--- src/verilog/tile_mem_pkg.sv ---
// local data memory definitions for the compute tile
// one word per address, no byte enables
// opcode encoding is shared with the link flit format
package tile_mem_pkg;

  // packet opcodes carried on the network
  typedef enum logic [1:0] {
    op_load  = 2'd0,
    op_store = 2'd1,
    op_resp  = 2'd2
  } mem_op_e;

  // word address into the tile memory
  localparam int dmem_addr_width_lp = 8;

  // memory word width
  localparam int dmem_data_width_lp = 32;

  // number of words, fully covered by the address
  localparam int dmem_els_lp = 256;

endpackage

--- src/verilog/torus_noc_pkg.sv ---
// network definitions for a 4x4 torus of compute tiles
// single virtual channel, no dateline handling
// buffer depth must stay a power of two for the pointer wrap
package torus_noc_pkg;

  import tile_mem_pkg::*;

  localparam int x_cord_width_lp = 2;
  localparam int y_cord_width_lp = 2;

  // torus height for the y+1 wrap
  localparam int num_tiles_y_lp = 4;

  // input buffer depth and initial credit count
  localparam int link_fifo_els_lp    = 2;
  localparam int link_ptr_width_lp   = $clog2(link_fifo_els_lp);
  localparam int credit_cnt_width_lp = $clog2(link_fifo_els_lp + 1);

  // router ports with P as the local endpoint
  typedef enum logic [2:0] {
    dir_p = 3'd0,
    dir_w = 3'd1,
    dir_e = 3'd2,
    dir_n = 3'd3,
    dir_s = 3'd4
  } port_dir_e;

  localparam int num_dirs_lp = 5;

  typedef struct packed {
    mem_op_e                         opcode;
    logic [x_cord_width_lp-1:0]      dst_x;
    logic [y_cord_width_lp-1:0]      dst_y;
    logic [x_cord_width_lp-1:0]      src_x;
    logic [y_cord_width_lp-1:0]      src_y;
    logic [dmem_addr_width_lp-1:0]   addr;
    logic [dmem_data_width_lp-1:0]   data;
  } link_flit_s;

  typedef struct packed {
    logic       v;
    link_flit_s flit;
  } link_s;

endpackage

--- src/verilog/link_input_fifo.sv ---
`timescale 1ns/10ps
// input buffer for one credit-based link
// writes are not checked for overflow, the sender's credits guarantee room
// one credit pulse per pop, registered, so it lands the cycle after
module link_input_fifo (
  input  logic                      clk_i,
  input  logic                      reset_i,
  input  torus_noc_pkg::link_s      link_i,
  input  logic                      pop_i,
  output torus_noc_pkg::link_flit_s head_o,
  output logic                      head_v_o,
  output logic                      credit_o
);
  import torus_noc_pkg::*;

  link_flit_s                     mem_r [link_fifo_els_lp];
  logic [link_ptr_width_lp-1:0]   wptr_r;
  logic [link_ptr_width_lp-1:0]   rptr_r;
  logic [credit_cnt_width_lp-1:0] count_r;
  logic                           do_pop;

  assign head_o   = mem_r[rptr_r];
  assign head_v_o = (count_r != '0);
  assign do_pop   = pop_i && head_v_o;

  // storage
  always_ff @(posedge clk_i) begin
    if (link_i.v) begin
      mem_r[wptr_r] <= link_i.flit;
    end
  end

  always_ff @(posedge clk_i) begin
    if (reset_i) begin
      wptr_r   <= '0;
      rptr_r   <= '0;
      count_r  <= '0;
      credit_o <= 1'b0;
    end else begin
      if (link_i.v) wptr_r <= wptr_r + 1'b1;
      if (do_pop) rptr_r <= rptr_r + 1'b1;
      case ({link_i.v, do_pop})
        2'b10:   count_r <= count_r + 1'b1;
        2'b01:   count_r <= count_r - 1'b1;
        default: count_r <= count_r;
      endcase
      credit_o <= do_pop;
    end
  end

endmodule

--- config.mk ---
export PLATFORM = sky130hd
export DESIGN_NAME = link_input_fifo
export DESIGN_NICKNAME = d
export VERILOG_FILES = /design/src/verilog/tile_mem_pkg.sv /design/src/verilog/torus_noc_pkg.sv /design/src/verilog/link_input_fifo.sv
export SDC_FILE = /design/constraint.sdc
export NUM_CORES = 1
export LEC_CHECK = 0
export ABC_AREA = 1
export BUFFER_PORTS_ARGS = -buffer_cell sky130_fd_sc_hd__buf_4
export CORE_ASPECT_RATIO = 1.1
export CORE_MARGIN = 1.5
export CORE_UTILIZATION = 25
export DETAILED_ROUTE_END_ITERATION = 6
export PLACE_DENSITY_LB_ADDON = 0.1
export SYNTH_ARGS = -nofsm -noshare
export SYNTH_HDL_FRONTEND = slang
export SYNTH_SLANG_ARGS = --single-unit
--- constraint.sdc ---
create_clock -name clk_i -period 2.95 [get_ports clk_i]
set_clock_uncertainty 0.05 [all_clocks]
set_input_delay 0.1475 -clock clk_i [delete_from_list [all_inputs] [get_ports clk_i]]
set_output_delay 0.1475 -clock clk_i [all_outputs]
set_load 0.1 [all_outputs]
Word level (Yosys, flattened, before mapping). Memory sizes are Yosys's and may differ from the RTL's. A register that Yosys moved wholly into a read port is not among the register bits. Index checks and enable logic that the tools add are counted.

Memories: 1. Input bits: 54. Word-level logic and storage cells: 19. Flip-flop bits (word level): 5. Bits in writable memories: 100.

Multiplexer cells: 5. Equal/unequal tests: 2. $add $sub $neg: 4. Reductions and logical operators: 3.

Memory list: mem_r (words 2, width 50, rd ports 1, clocked after memory_dff 1, wr ports 1, line link_input_fifo.sv:16) `link_flit_s mem_r [link_fifo_els_lp];`.

Operator list (count): 2-to-1 mux 1 bit (4); one-hot mux 2 bit (2 select lines) (1); nonzero test 2 bit (2); adder 1 bit, second input constant (2); adder 2 x 1 -> 2 bit, second input constant (1); equality test 2 x 1 -> 1 bit, second input constant (1); equality test 2 bit, second input constant (1); subtractor 2 x 1 -> 2 bit, second input constant (1); logical AND 1 bit (1).

Longest topological paths before layout.
Depth in word-level cells: 4. Mapped depth: 10. Mapped depth without buffers: 10.

Worst setup path before layout. OpenSTA, ideal clock, no wires.

Path type: reg-to-reg. Start: register wptr_r. End: memory mem_r[0][0] in the netlist's numbering (enable). Path buffers: 0. Library setup time: 459 ps. Period minus slack after synthesis: 2927 ps. Data arrival time: 2418 ps. Stages on the path, launching flop included: 2. Setup slack: 23 ps. Path through: dfxtp_1 > nor2_1.

RTL lines: start: declaration (line link_input_fifo.sv:17) `logic [link_ptr_width_lp-1:0] wptr_r;`; start signal: assignment (line link_input_fifo.sv:40) `if (link_i.v) wptr_r <= wptr_r + 1'b1;`; end: declaration (line link_input_fifo.sv:16).

No word-level cell before the write port.

==> flow_metrics.env <==
export IMPL_holdPathStages=3
export IMPL_synth_area_leaders="edfxtp_1 73%, mux2_4 18%, dfxtp_1 2.9%"
export IMPL_cpMaxStageDelayCell="dfxtp_4"
export IMPL_synth_nets=249
export IMPL_yosys_warnings=0
export IMPL_setup_violations=0
export IMPL_report_final_hold_viol_count=0
export IMPL_synth_top_family_by_area="multiplexers"
export IMPL_cts_buffers=9
export IMPL_status="finished, final reports clean"
export IMPL_cts_buffer_depth=2
export IMPL_synth_cell_types=13
export IMPL_synth_seq_cells=106
export IMPL_r2r_end="mem_r[1][8]$_DFFE_PP_"
export IMPL_ant_nets=0
export IMPL_r2r_setup_slack_ns=1.33
export IMPL_place_ws_ns=1.10
export IMPL_fin_crit_sh=0.737
export IMPL_crit_type="register to primary output"
export IMPL_cts_tree="yes"
export IMPL_synth_most_common_cell="edfxtp_1"
export IMPL_syn_mean_instance_area_um2=21.2
export IMPL_first_iter_violations=73
export IMPL_cp_buffers_inverters=2
export IMPL_core_mm2=0.0162
export IMPL_netlist_area_mm2=0.00412
export IMPL_yosys_area_share_simple=0.0182
export IMPL_cts_root_buffer="clkbuf_16"
export IMPL_htreeDepth=3
export IMPL_synthTopCellsByCount="100 x edfxtp_1, 50 x mux2_4, 10 x nor2_1"
export IMPL_initial_core_util=0.254
export IMPL_drive_gt1_frac=0.489
export IMPL_min_from="pop_i"
export IMPL_critPathTopFamily="flip-flops"
export IMPL_synth_top_cell_area_share=0.729
export IMPL_syn2layout_area_growth_pct=43.9
export IMPL_path_clk_slew_ns=0.07
export IMPL_ios=106
export IMPL_wl_met1_mm=3.26
export IMPL_crit_chain="buf_12 -> mux2_4 -> buf_4"
export IMPL_maxSlewViolCount=0
export IMPL_gr_total_overflow=0
export IMPL_grt_pass1_wl_mm=12.1
export IMPL_final_setup_tns_ns=0
export IMPL_via_count=2201
export IMPL_finalPower_mw=4.19
export IMPL_synth_compound_area_frac=0.00364
export IMPL_die_h_um=138
export IMPL_syn_inst=194
export IMPL_powerDensity_mw_per_mm2=706
export IMPL_start_kind="register"
export IMPL_wire_per_inst_um=13.9
export IMPL_seq_area_mm2=0.00313
export IMPL_maxCapViolations=0
export IMPL_clk_latency_ns=0.35
export IMPL_postSynth_topFlopCell="edfxtp_1"
export IMPL_viasPerCell=3.88
export IMPL_synthAdderAreaFrac=0.00304
export IMPL_min_to="credit_o$_SDFF_PP0_"
export IMPL_r2r_start="wptr_r$_SDFFE_PP0P_"
export IMPL_synth_edf_count=100
export IMPL_grt_total_usage=0.0963
export IMPL_cp_end_kind="primary output"
export IMPL_die_x_um=125
export IMPL_power_leakage_nw=2.34
export IMPL_critPathRequiredTime_ns=2.75
export IMPL_vdd_ir_drop_max_mv=0.277
export IMPL_finalCriticalPeriod_ns=2.18
export IMPL_max_freq_mhz=460
export IMPL_async_flop_share=0
export IMPL_fin_cells=568
export IMPL_dpl_hpwl_mm=5.00
export IMPL_path_depth=3
export IMPL_rr_worst_depth=3
export IMPL_antennaDiodeCount=0
export IMPL_antenna_found_initial=0
export IMPL_cp_slowest_stage_delay_ns=0.76
export IMPL_synth_area_mux_share=0.182
export IMPL_routed_top_layer="met4"
export IMPL_rsz0062_at_grt="no"
export IMPL_postCtsResizedCells=0
export IMPL_multi_input_area_um2=861
export IMPL_wl_mm=7.91
export IMPL_grt_pass1_vias=2322
export IMPL_gp_congestion=0.669
export IMPL_nNetsFinal=414
export IMPL_yosysSeqAreaShare=0.758
export IMPL_io_buffer_count=105
export IMPL_die_area_mm2=0.0173
export IMPL_fin_ws_ns=0.775
export IMPL_holdWs_ns=0.0268
export IMPL_place_inst=501
export IMPL_grt_max_degree=32
export IMPL_worst_slew_pin_transition_ns=0.667
export IMPL_dr_wl_met2_mm=4.13
export IMPL_yosys_area_top_type="edfxtp_1"
export IMPL_synthXorXnorAreaFrac=0
export IMPL_cts_sinks=106
export IMPL_drc=0
export IMPL_route_met3_wl_um=355
export IMPL_hold_class="input pin to register"
export IMPL_arrival_ns=1.98
export IMPL_slew_limit_headroom=0.555
export IMPL_fp_row_count=49
export IMPL_fillCellCount=1538
export IMPL_first_pass_iters=4
export IMPL_path_max_fanout=31
==> tightest hold or removal path, stage by stage <==
cell and delay (ns):
buf_4 0.07, nand2_1 0.08, nor2_1 0.09
==> logic make-up (layout without fill, tap and decap cells) <==
| family | Yosys count | in the layout |
|---|---|---|
| flops | 106 | 106 |
| simple gates | 19 | 19 |
| mux | 50 | 50 |
| compound gates | 3 | 3 |
| buf+inv | 15 | 185 |
| fa+ha+maj | 1 | 1 |
==> per-layer routing <==
layer / GRT usage / vias up
met2: 0.165 / 54
met4: 0.0530 / 0
met3: 0.0291 / 12
met5: 0 / -
li1: - / 1066
met1: 0.108 / 1069
==> cell usage in the layout, fill, tap and decap left out, types with 2 or more instances in the layout <==
master / synthesis / layout
buf_12: 5 / 2
buf_4: 0 / 107
clkbuf_16: 0 / 10
clkbuf_8: 0 / 2
clkinv_2: 0 / 3
dfxtp_1: 6 / 5
dlygate4sd3_1: 0 / 51
edfxtp_1: 100 / 100
inv_1: 9 / 8
mux2_4: 50 / 50
nand2_1: 7 / 7
nor2_1: 10 / 9
o21ai_0: 2 / 2
==> worst max-delay path by stage <==
stage                             start                     to  slack, ns
CTS                            register             head_o[36]       0.70
global route                   register             head_o[36]       0.66
global placement               register             head_o[36]       1.08
floorplan           wptr_r$_SDFFE_PP0P_  mem_r[0][0]$_DFFE_PP_       0.02
finish                         register             head_o[22]       0.77
detailed placement             register             head_o[19]       1.10
==> cell type report <==
type / count / share of cell area
clock inverter: 4 / 0.00380
tap: 204 / 0.0430
timing repair buffer: 160 / 0.228
sequential: 106 / 0.527
inverter: 9 / 0.00570
multi-input combinational: 73 / 0.145
clock buffer: 12 / 0.0468
==> sequential cells by signal (all words and copies together) (netlist names), named ones only <==
signal / count
rptr_r: 1
count_r: 2
wptr_r: 1
mem_r: 100
credit_o: 1
==> power by group <==
| part | total [mW] | switching [mW] | internal (mW) |
|---|---|---|---|
| Combinational | 1.21 | 0.844 | 0.368 |
| Clock | 1.18 | 0.516 | 0.666 |
| Sequential | 1.80 | 0.0556 | 1.74 |
| Total | 4.19 | 1.42 | 2.77 |
==> through the flow <==
stage / utilization / cell area (um^2)
global placement: 0.315 / 5120
global route: 0.365 / 5930
finish: 0.365 / 5930
floorplan: - / 4120
CTS: 0.365 / 5930
detailed placement: 0.315 / 5120
==> what timing repair did <==
item / in CTS / in global routing
endpoints found under the hold margin: 102 / 0
setup buffers: 0 / 0
hold buffers: 51 / 0
No activity file was read; power rests on OpenSTA's default activity.
