$ cat src/verilog/tile_mem_pkg.sv
// local data memory definitions for the compute tile
// one word per address, no byte enables
// opcode encoding is shared with the link flit format
package tile_mem_pkg;

  // packet opcodes carried on the network
  typedef enum logic [1:0] {
    op_load  = 2'd0,
    op_store = 2'd1,
    op_resp  = 2'd2
  } mem_op_e;

  // word address into the tile memory
  localparam int dmem_addr_width_lp = 8;

  // memory word width
  localparam int dmem_data_width_lp = 32;

  // number of words, fully covered by the address
  localparam int dmem_els_lp = 256;

endpackage

$ cat src/verilog/torus_noc_pkg.sv
// network definitions for a 4x4 torus of compute tiles
// single virtual channel, no dateline handling
// buffer depth must stay a power of two for the pointer wrap
package torus_noc_pkg;

  import tile_mem_pkg::*;

  localparam int x_cord_width_lp = 2;
  localparam int y_cord_width_lp = 2;

  // torus height for the y+1 wrap
  localparam int num_tiles_y_lp = 4;

  // input buffer depth and initial credit count
  localparam int link_fifo_els_lp    = 2;
  localparam int link_ptr_width_lp   = $clog2(link_fifo_els_lp);
  localparam int credit_cnt_width_lp = $clog2(link_fifo_els_lp + 1);

  // router ports with P as the local endpoint
  typedef enum logic [2:0] {
    dir_p = 3'd0,
    dir_w = 3'd1,
    dir_e = 3'd2,
    dir_n = 3'd3,
    dir_s = 3'd4
  } port_dir_e;

  localparam int num_dirs_lp = 5;

  typedef struct packed {
    mem_op_e                         opcode;
    logic [x_cord_width_lp-1:0]      dst_x;
    logic [y_cord_width_lp-1:0]      dst_y;
    logic [x_cord_width_lp-1:0]      src_x;
    logic [y_cord_width_lp-1:0]      src_y;
    logic [dmem_addr_width_lp-1:0]   addr;
    logic [dmem_data_width_lp-1:0]   data;
  } link_flit_s;

  typedef struct packed {
    logic       v;
    link_flit_s flit;
  } link_s;

endpackage

$ cat src/verilog/link_input_fifo.sv
`timescale 1ns/10ps
// input buffer for one credit-based link
// writes are not checked for overflow, the sender's credits guarantee room
// one credit pulse per pop, registered, so it lands the cycle after
module link_input_fifo (
  input  logic                      clk_i,
  input  logic                      reset_i,
  input  torus_noc_pkg::link_s      link_i,
  input  logic                      pop_i,
  output torus_noc_pkg::link_flit_s head_o,
  output logic                      head_v_o,
  output logic                      credit_o
);
  import torus_noc_pkg::*;

  link_flit_s                     mem_r [link_fifo_els_lp];
  logic [link_ptr_width_lp-1:0]   wptr_r;
  logic [link_ptr_width_lp-1:0]   rptr_r;
  logic [credit_cnt_width_lp-1:0] count_r;
  logic                           do_pop;

  assign head_o   = mem_r[rptr_r];
  assign head_v_o = (count_r != '0);
  assign do_pop   = pop_i && head_v_o;

  // storage
  always_ff @(posedge clk_i) begin
    if (link_i.v) begin
      mem_r[wptr_r] <= link_i.flit;
    end
  end

  always_ff @(posedge clk_i) begin
    if (reset_i) begin
      wptr_r   <= '0;
      rptr_r   <= '0;
      count_r  <= '0;
      credit_o <= 1'b0;
    end else begin
      if (link_i.v) wptr_r <= wptr_r + 1'b1;
      if (do_pop) rptr_r <= rptr_r + 1'b1;
      case ({link_i.v, do_pop})
        2'b10:   count_r <= count_r + 1'b1;
        2'b01:   count_r <= count_r - 1'b1;
        default: count_r <= count_r;
      endcase
      credit_o <= do_pop;
    end
  end

endmodule

$ cat src/verilog/torus_route_ctrl.sv
`timescale 1ns/10ps
// route and credit control for the five-port tile router
// x first then y with flits moving only east and south
// each output grants one input per cycle in round robin order
// an output with no credits holds its requesters in their buffers
// the P input buffer lives here and the W to S buffers sit in the tile
module torus_route_ctrl (
  input  logic                                       clk_i,
  input  logic                                       reset_i,
  input  logic [torus_noc_pkg::x_cord_width_lp-1:0]  my_x_i,
  input  logic [torus_noc_pkg::y_cord_width_lp-1:0]  my_y_i,
  input  torus_noc_pkg::link_flit_s [torus_noc_pkg::dir_s:torus_noc_pkg::dir_w] head_i,
  input  logic [torus_noc_pkg::dir_s:torus_noc_pkg::dir_w] head_v_i,
  output logic [torus_noc_pkg::dir_s:torus_noc_pkg::dir_w] pop_o,
  output torus_noc_pkg::link_s [torus_noc_pkg::num_dirs_lp-1:0] out_o,
  input  logic [torus_noc_pkg::num_dirs_lp-1:0]      credit_i,
  input  torus_noc_pkg::link_s                       proc_link_i,
  output logic                                       proc_credit_o
);
  import torus_noc_pkg::*;

  link_flit_s                     p_head;
  logic                           p_head_v;
  link_flit_s [num_dirs_lp-1:0]   heads;
  logic [num_dirs_lp-1:0]         heads_v;
  logic [num_dirs_lp-1:0]         pop;
  port_dir_e                      route [num_dirs_lp];
  logic [num_dirs_lp-1:0]         grant_v;
  port_dir_e                      grant_idx [num_dirs_lp];
  port_dir_e                      last_r [num_dirs_lp];
  logic [credit_cnt_width_lp-1:0] credit_cnt_r [num_dirs_lp];

  // local injection buffer
  link_input_fifo p_fifo (
    .clk_i    (clk_i),
    .reset_i  (reset_i),
    .link_i   (proc_link_i),
    .pop_i    (pop[dir_p]),
    .head_o   (p_head),
    .head_v_o (p_head_v),
    .credit_o (proc_credit_o)
  );

  assign heads   = {head_i, p_head};
  assign heads_v = {head_v_i, p_head_v};
  assign pop_o   = pop[dir_s:dir_w];

  // dimension-ordered route per input head
  always_comb begin
    for (int i = 0; i < num_dirs_lp; i++) begin
      if (heads[i].dst_x != my_x_i) begin
        route[i] = dir_e;
      end else if (heads[i].dst_y != my_y_i) begin
        route[i] = dir_s;
      end else begin
        route[i] = dir_p;
      end
    end
  end

  // round robin search starts after the last winner
  always_comb begin
    int idx;
    for (int o = 0; o < num_dirs_lp; o++) begin
      grant_v[o]   = 1'b0;
      grant_idx[o] = last_r[o];
      for (int k = 1; k <= num_dirs_lp; k++) begin
        idx = int'(last_r[o]) + k;
        if (idx >= num_dirs_lp) idx = idx - num_dirs_lp;
        if (!grant_v[o] && heads_v[idx] && (route[idx] == port_dir_e'(o))
            && (credit_cnt_r[o] != '0)) begin
          grant_v[o]   = 1'b1;
          grant_idx[o] = port_dir_e'(idx);
        end
      end
    end
  end

  // an input routes to one output only and so gets at most one grant
  always_comb begin
    pop = '0;
    for (int o = 0; o < num_dirs_lp; o++) begin
      if (grant_v[o]) pop[grant_idx[o]] = 1'b1;
    end
  end

  always_ff @(posedge clk_i) begin
    for (int o = 0; o < num_dirs_lp; o++) begin
      out_o[o].flit <= heads[grant_idx[o]];
      if (reset_i) begin
        out_o[o].v      <= 1'b0;
        last_r[o]       <= dir_s;
        credit_cnt_r[o] <= credit_cnt_width_lp'(link_fifo_els_lp);
      end else begin
        out_o[o].v <= grant_v[o];
        if (grant_v[o]) last_r[o] <= grant_idx[o];
        case ({grant_v[o], credit_i[o]})
          2'b10:   credit_cnt_r[o] <= credit_cnt_r[o] - 1'b1;
          2'b01:   credit_cnt_r[o] <= credit_cnt_r[o] + 1'b1;
          default: credit_cnt_r[o] <= credit_cnt_r[o];
        endcase
      end
    end
  end

endmodule
$ cat config.mk
export PLATFORM = sky130hd
export DESIGN_NAME = torus_route_ctrl
export DESIGN_NICKNAME = d
export VERILOG_FILES = /design/src/verilog/tile_mem_pkg.sv /design/src/verilog/torus_noc_pkg.sv /design/src/verilog/link_input_fifo.sv /design/src/verilog/torus_route_ctrl.sv
export SDC_FILE = /design/constraint.sdc
export NUM_CORES = 1
export LEC_CHECK = 0
export BUFFER_PORTS_ARGS = -buffer_cell sky130_fd_sc_hd__clkbuf_2
export CAP_MARGIN = 20
export CELL_PAD_IN_SITES_DETAIL_PLACEMENT = 1
export CELL_PAD_IN_SITES_GLOBAL_PLACEMENT = 2
export CORE_MARGIN = 2
export CORE_UTILIZATION = 32
export DETAILED_ROUTE_END_ITERATION = 12
export GPL_ROUTABILITY_DRIVEN = 0
export HOLD_SLACK_MARGIN = 0.02
export PLACE_DENSITY = 0.93
export SYNTH_ARGS = -nofsm -noshare
export SYNTH_HDL_FRONTEND = slang
export SYNTH_SLANG_ARGS = --single-unit
$ cat constraint.sdc
create_clock -name clk_i -period 6.95 [get_ports clk_i]
set_input_delay 0.3475 -clock clk_i [delete_from_list [all_inputs] [get_ports clk_i]]
set_output_delay 0.3475 -clock clk_i [all_outputs]
set_load 0.005 [all_outputs]
Yosys cells after proc, flatten, opt, wreduce, memory -nomap -nowiden
Memories as Yosys holds them, arrays and structs flattened. A register that Yosys moved wholly into a read port is not among the register bits.
Index checks and enable logic that the tools add are counted.
Cells by class
  muxes and demuxes: 347
  shift operators: 0
  bitwise logic cells: 49
  order comparisons: 85
  $mul: 0
  equal/unequal tests: 42
  $add $sub $neg: 64
  div/mod/pow operators: 0
  reduce and logical (&&, ||, !) cells: 113
Operators by type and width (count)
  >= comparator 32 x 4 -> 1 bit (second input constant): 25
  < comparator 32 x 5 -> 1 bit (second input constant): 25
  two-way mux 32 bit: 25
  NOT 32 bit: 25
  binary-select mux 50 bit (select 3 bit): 5
  two-way mux 3 bit: 90
  two-way mux 50 bit: 5
  binary-select mux 3 bit (select 3 bit): 25
  two-way mux 1 bit: 146
  subtractor 4 x 3 -> 5 bit (second input constant): 25
  >= comparator 4 x 3 -> 1 bit (second input constant): 25
  logical AND 1 bit: 76
  binary-select mux 1 bit (select 3 bit): 25
  adder 3 x 2 -> 4 bit (second input constant): 10
  adder 3 x 3 -> 4 bit (second input constant): 10
  == test 3 x 2 -> 1 bit (second input constant): 10
  two-way mux 2 bit: 15
  two-way mux 5 bit: 5
  adder 3 x 1 -> 4 bit (second input constant): 5
  logical NOT 1 bit: 20
  < comparator 3 x 4 -> 1 bit (second input constant): 5
  != test 2 bit: 10
  OR 1 bit: 20
  OR 5 bit: 4
  13 further kinds: 64
Storage, ports and cells
  bits in read-only memories: 0
  output and inout port bits: 260
  bits in writable memories: 125
  word-level logic and storage cells: 747
  latch bits: 0
  flip-flop bits (word level): 260
  memories: 3
  input port bits: 266
Memories
  p_fifo.mem_r: depth 2, bits a word 50, rd ports 1, clocked after memory_dff 1, wr ports 1, RTL line link_input_fifo.sv:16  | link_flit_s mem_r [link_fifo_els_lp];
  last_r: depth 5, bits a word 3, rd ports 5, clocked after memory_dff 0, wr ports 5, RTL line torus_route_ctrl.sv:30  | port_dir_e last_r [num_dirs_lp];
  credit_cnt_r: depth 5, bits a word 2, rd ports 5, clocked after memory_dff 0, wr ports 5, RTL line torus_route_ctrl.sv:31  | logic [credit_cnt_width_lp-1:0] credit_cnt_r [num_dirs_lp];

Logic depth before layout (Yosys ltp)
  word-level depth: 47
  gate-level depth with buffers: 21
  depth with buffers taken out: 17

Hierarchy
From an unflattened synthesis, not the netlist that was laid out.
Unflattened totals
  cells, all modules: 1975
  area, all modules: 19899.1 sq um
By module, submodules not included
  torus_route_ctrl: cells an instance 1794, sequential area each 4514.3 sq um, area each 16072.9 sq um, times used 1
  link_input_fifo: cells an instance 181, sequential area each 3123.0 sq um, area each 3826.2 sq um, times used 1

Worst setup path before layout
Ideal clock, no wire load.
  kind: reg-to-reg
  start point: mem last_r[4][2] (netlist name)
  end point: reg p_fifo.count_r[1]
  data required time: 6880 ps
  setup time: 70 ps
  path buffers: 2
  clock period less this slack: 4891 ps
  cell stages (with the launch flop): 19
  data arrival time: 4821 ps
  slack: 2059 ps
  cell sequence: edfxtp_1 -> buf_2 -> clkbuf_1 -> inv_1 -> ha_1 -> a211oi_2 -> mux2i_2 -> mux2i_1 -> and3_1 -> a311oi_4 -> nor4b_1 -> a211oi_1 -> o21a_1 -> o31ai_4 -> nor3b_2 -> or3_1 -> ha_1 -> or3_1 -> a21oi_1
RTL lines
  start, declared: RTL line torus_route_ctrl.sv:30
  end signal, assigned: RTL line link_input_fifo.sv:43  | 2'b10: count_r <= count_r + 1'b1;
  end signal, assigned: RTL line link_input_fifo.sv:44  | 2'b01: count_r <= count_r - 1'b1;
  end signal, assigned: RTL line link_input_fifo.sv:45  | default: count_r <= count_r;
  end, declared: RTL line link_input_fifo.sv:19  | logic [credit_cnt_width_lp-1:0] count_r;

==> results.sh <==
export IMPL_status="completed"
export IMPL_min_period_over_period_pct=92.7
export IMPL_setup_tns_final_ns=0
export IMPL_ys_flop_type="dfxtp_1"
export IMPL_crit_type="reg2out"
export IMPL_die_w_um=248
export IMPL_final_nets=2750
export IMPL_yosys_warnings=0
export IMPL_clockBufferDepth=3
export IMPL_drv_cap=0
export IMPL_drc=0
export IMPL_relSlewSlack_pct=15.4
export IMPL_port_buffers=521
export IMPL_critPathLaunch="last_r[2][0]$_SDFFCE_PN0P_"
export IMPL_async_flop_share_pct=0
export IMPL_num_io_pins=526
export IMPL_dr_total_vias=19453
export IMPL_reg2reg_slack_ns=0.84
export IMPL_cts_tree="yes"
export IMPL_ys_ff_latch=324
export IMPL_path_buf_inv=3
export IMPL_ys_types=95
export IMPL_cp_cell_sequence="inv_1, ha_1, or2_2, a211oi_1, or2_2, nor3_1, a211oi_1, nand2_1, a21oi_1, a311oi_1, a211oi_4, buf_6, nor3b_1, a22oi_1, o31ai_1, clkbuf_2"
export IMPL_antenna_found_initial=16
export IMPL_grt_max_degree=60
export IMPL_min_period_ns=6.44
export IMPL_skew_ns=0.0315
export IMPL_avgRoutedWirePerCell_um=26.8
export IMPL_clockRootBuffer="clkbuf_16"
export IMPL_r2r_end="p_fifo.count_r[1]$_SDFFE_PP0P_"
export IMPL_wirelength_um=87300
export IMPL_clk_pin_slew_ns=0.06
export IMPL_pre_cts_ws_ns=0.927
export IMPL_firstDrtPassIters=9
export IMPL_worstHoldStart="proc_link_i[24]"
export IMPL_syn2layout_area_growth_pct=26.9
export IMPL_rsz0062_at_grt="no"
export IMPL_seq_area_frac_synth_pct=40.3
export IMPL_hp_class="in2reg"
export IMPL_report_final_hold_viol_count=0
export IMPL_rr_startpoint="last_r[2][0]$_SDFFCE_PN0P_"
export IMPL_syn_avg_cell_area_um2=9.48
export IMPL_min_to="p_fifo.mem_r[1][24]$_DFFE_PP_"
export IMPL_worst_slack_ns=0.507
export IMPL_worstMarginPinSlew_ns=1.27
export IMPL_holdWs_ns=0.0672
export IMPL_grt_pass1_vias=20655
export IMPL_dr_first_iter_drc_count=1783
export IMPL_r2r_cells=15
export IMPL_cp_max_fo=55
export IMPL_synth_top_area_share_pct=22.1
export IMPL_yosys_top_cells_area="dfxtp_1, edfxtp_1, mux2i_1"
export IMPL_syn_cell_area_um2=19000
export IMPL_ant_nets=0
export IMPL_clkSinkCount=324
export IMPL_timing_fmax_mhz=155
export IMPL_clk_latency_ns=0.57
export IMPL_crit_required_ns=6.60
export IMPL_synth_top_cells_by_count="dfxtp_1, mux2i_1, edfxtp_1, o211ai_1, o22ai_1"
export IMPL_core_area_um2=58800
export IMPL_yosysMostFrequentCell="dfxtp_1"
export IMPL_critPathLaunchType="flip-flop"
export IMPL_grt_pass1_wl_um=127000
export IMPL_maxSlewViolCount=0
export IMPL_numCtsBuffers=40
export IMPL_cp_slowest_cell="edfxtp_1"
export IMPL_hold_depth=1
export IMPL_die_area_um2=61300
export IMPL_critPathArrivalTime_ns=6.10
export IMPL_htree_levels=2
export IMPL_rows=89
export IMPL_cpPeakStageDelay_ns=0.87
export IMPL_yosys_area_top_type="dfxtp_1"
export IMPL_vias_per_cell=5.97
export IMPL_die_height_um=248
export IMPL_synth_edf_count=115
export IMPL_grt_ovfl_total=0
export IMPL_initial_utilization_pct=32.3
export IMPL_hpwlAfterDp_um=59200
export IMPL_grtUsageTotal_pct=27.2
export IMPL_synth_cells=2002
export IMPL_drive_gt1_share_pct=27.9
export IMPL_cp_end_kind="output pin"
export IMPL_cp_top_family="compound AO/OA/AOI/OAI gates"
export IMPL_finalSetupViolCount=0
-- worst max path at each step --
| stage | endpoint | slack, ns | depth (start not counted) |
|---|---|---|---|
| final | pop_o[1] | 0.51 | 16 |
| after global routing | pop_o[1] | 0.15 | 16 |
| after CTS | pop_o[1] | 0.44 | 16 |
| after detailed placement | out_o[131]$_DFF_P_ | 0.93 | 15 |
| after global placement | out_o[118]$_DFF_P_ | 1.12 | 15 |
| after floorplan | p_fifo.count_r[1]$_SDFFE_PP0P_ | 2.06 | 18 |
-- cell type report --
class	count	area, um2
Tap cell	773	967
Inverter	79	297
Clock buffer	59	1280
Timing Repair Buffer	653	3900
Antenna cell	11	27.5
Multi-Input combinational cell	1346	9840
Sequential cell	324	7640
Fill cell	6811	34700
Clock inverter	14	120
-- sequential cells by signal (all words and copies together) (netlist names), named ones only --
register and cells:
out_o 203, p_fifo.mem_r 100, last_r 9, credit_cnt_r 6, p_fifo.count_r 2, p_fifo.credit_o 1
p_fifo.rptr_r 1, p_fifo.wptr_r 1
-- logic make-up after synthesis --
kind of cell / count (synthesis) / share of synthesized area (%)
AND/OR/NAND/NOR: 433 / 11.5
AO/OA/AOI/OAI: 608 / 23.2
other: 1 / 0.0198
flip-flops: 324 / 40.3
adder cells (fa/ha/maj): 40 / 2.64
XOR/XNOR: 42 / 1.94
multiplexers: 221 / 12.1
buffers and inverters: 333 / 8.43
-- per-stage QoR --
stage	std cells	instance area (um2)	utilization [%]
2_1_floorplan	2003	19000	-
3_3_place_gp	3078	21700	36.9
3_5_place_dp	3079	21700	36.9
4_1_cts	3247	24000	40.9
5_1_grt	3258	24100	40.9
6_report	3259	24100	40.9
-- cell usage in the layout (no fill, tap or decap), types with 29 or more instances in the layout --
cell / Yosys / routed
dlygate4sd3_1: 0 / 96
o22ai_1: 112 / 111
nand2_1: 94 / 92
nor2_1: 99 / 98
o21ai_0: 37 / 37
nand3_1: 74 / 74
dfxtp_1: 209 / 208
ha_1: 40 / 40
nor3_1: 29 / 29
edfxtp_1: 115 / 115
a222oi_1: 46 / 46
mux2i_1: 208 / 208
clkbuf_16: 0 / 46
buf_4: 65 / 29
a211oi_1: 65 / 64
o211ai_1: 115 / 115
inv_1: 78 / 78
a21oi_1: 90 / 90
clkbuf_2: 0 / 521
-- what timing repair did --
item	in CTS	in global routing
hold buffers	95	1
resized for setup	0	1
hold endpoints to repair	141	2
endpoints found under the setup margin	0	1
setup buffers	0	0
-- metal layers --
metal / vias up / wire [um] / track usage [%]
met2: 1129 / 42100 / 46.0
met1: 9620 / 32500 / 31.1
met4: 12 / 4680 / 15.3
met3: 298 / 7930 / 7.09
met5: - / 74 / 0
li1: 8394 / - / -
Power is not shown: default switching activity piles up to over one toggle a cycle in this logic, so the estimate is an artifact.
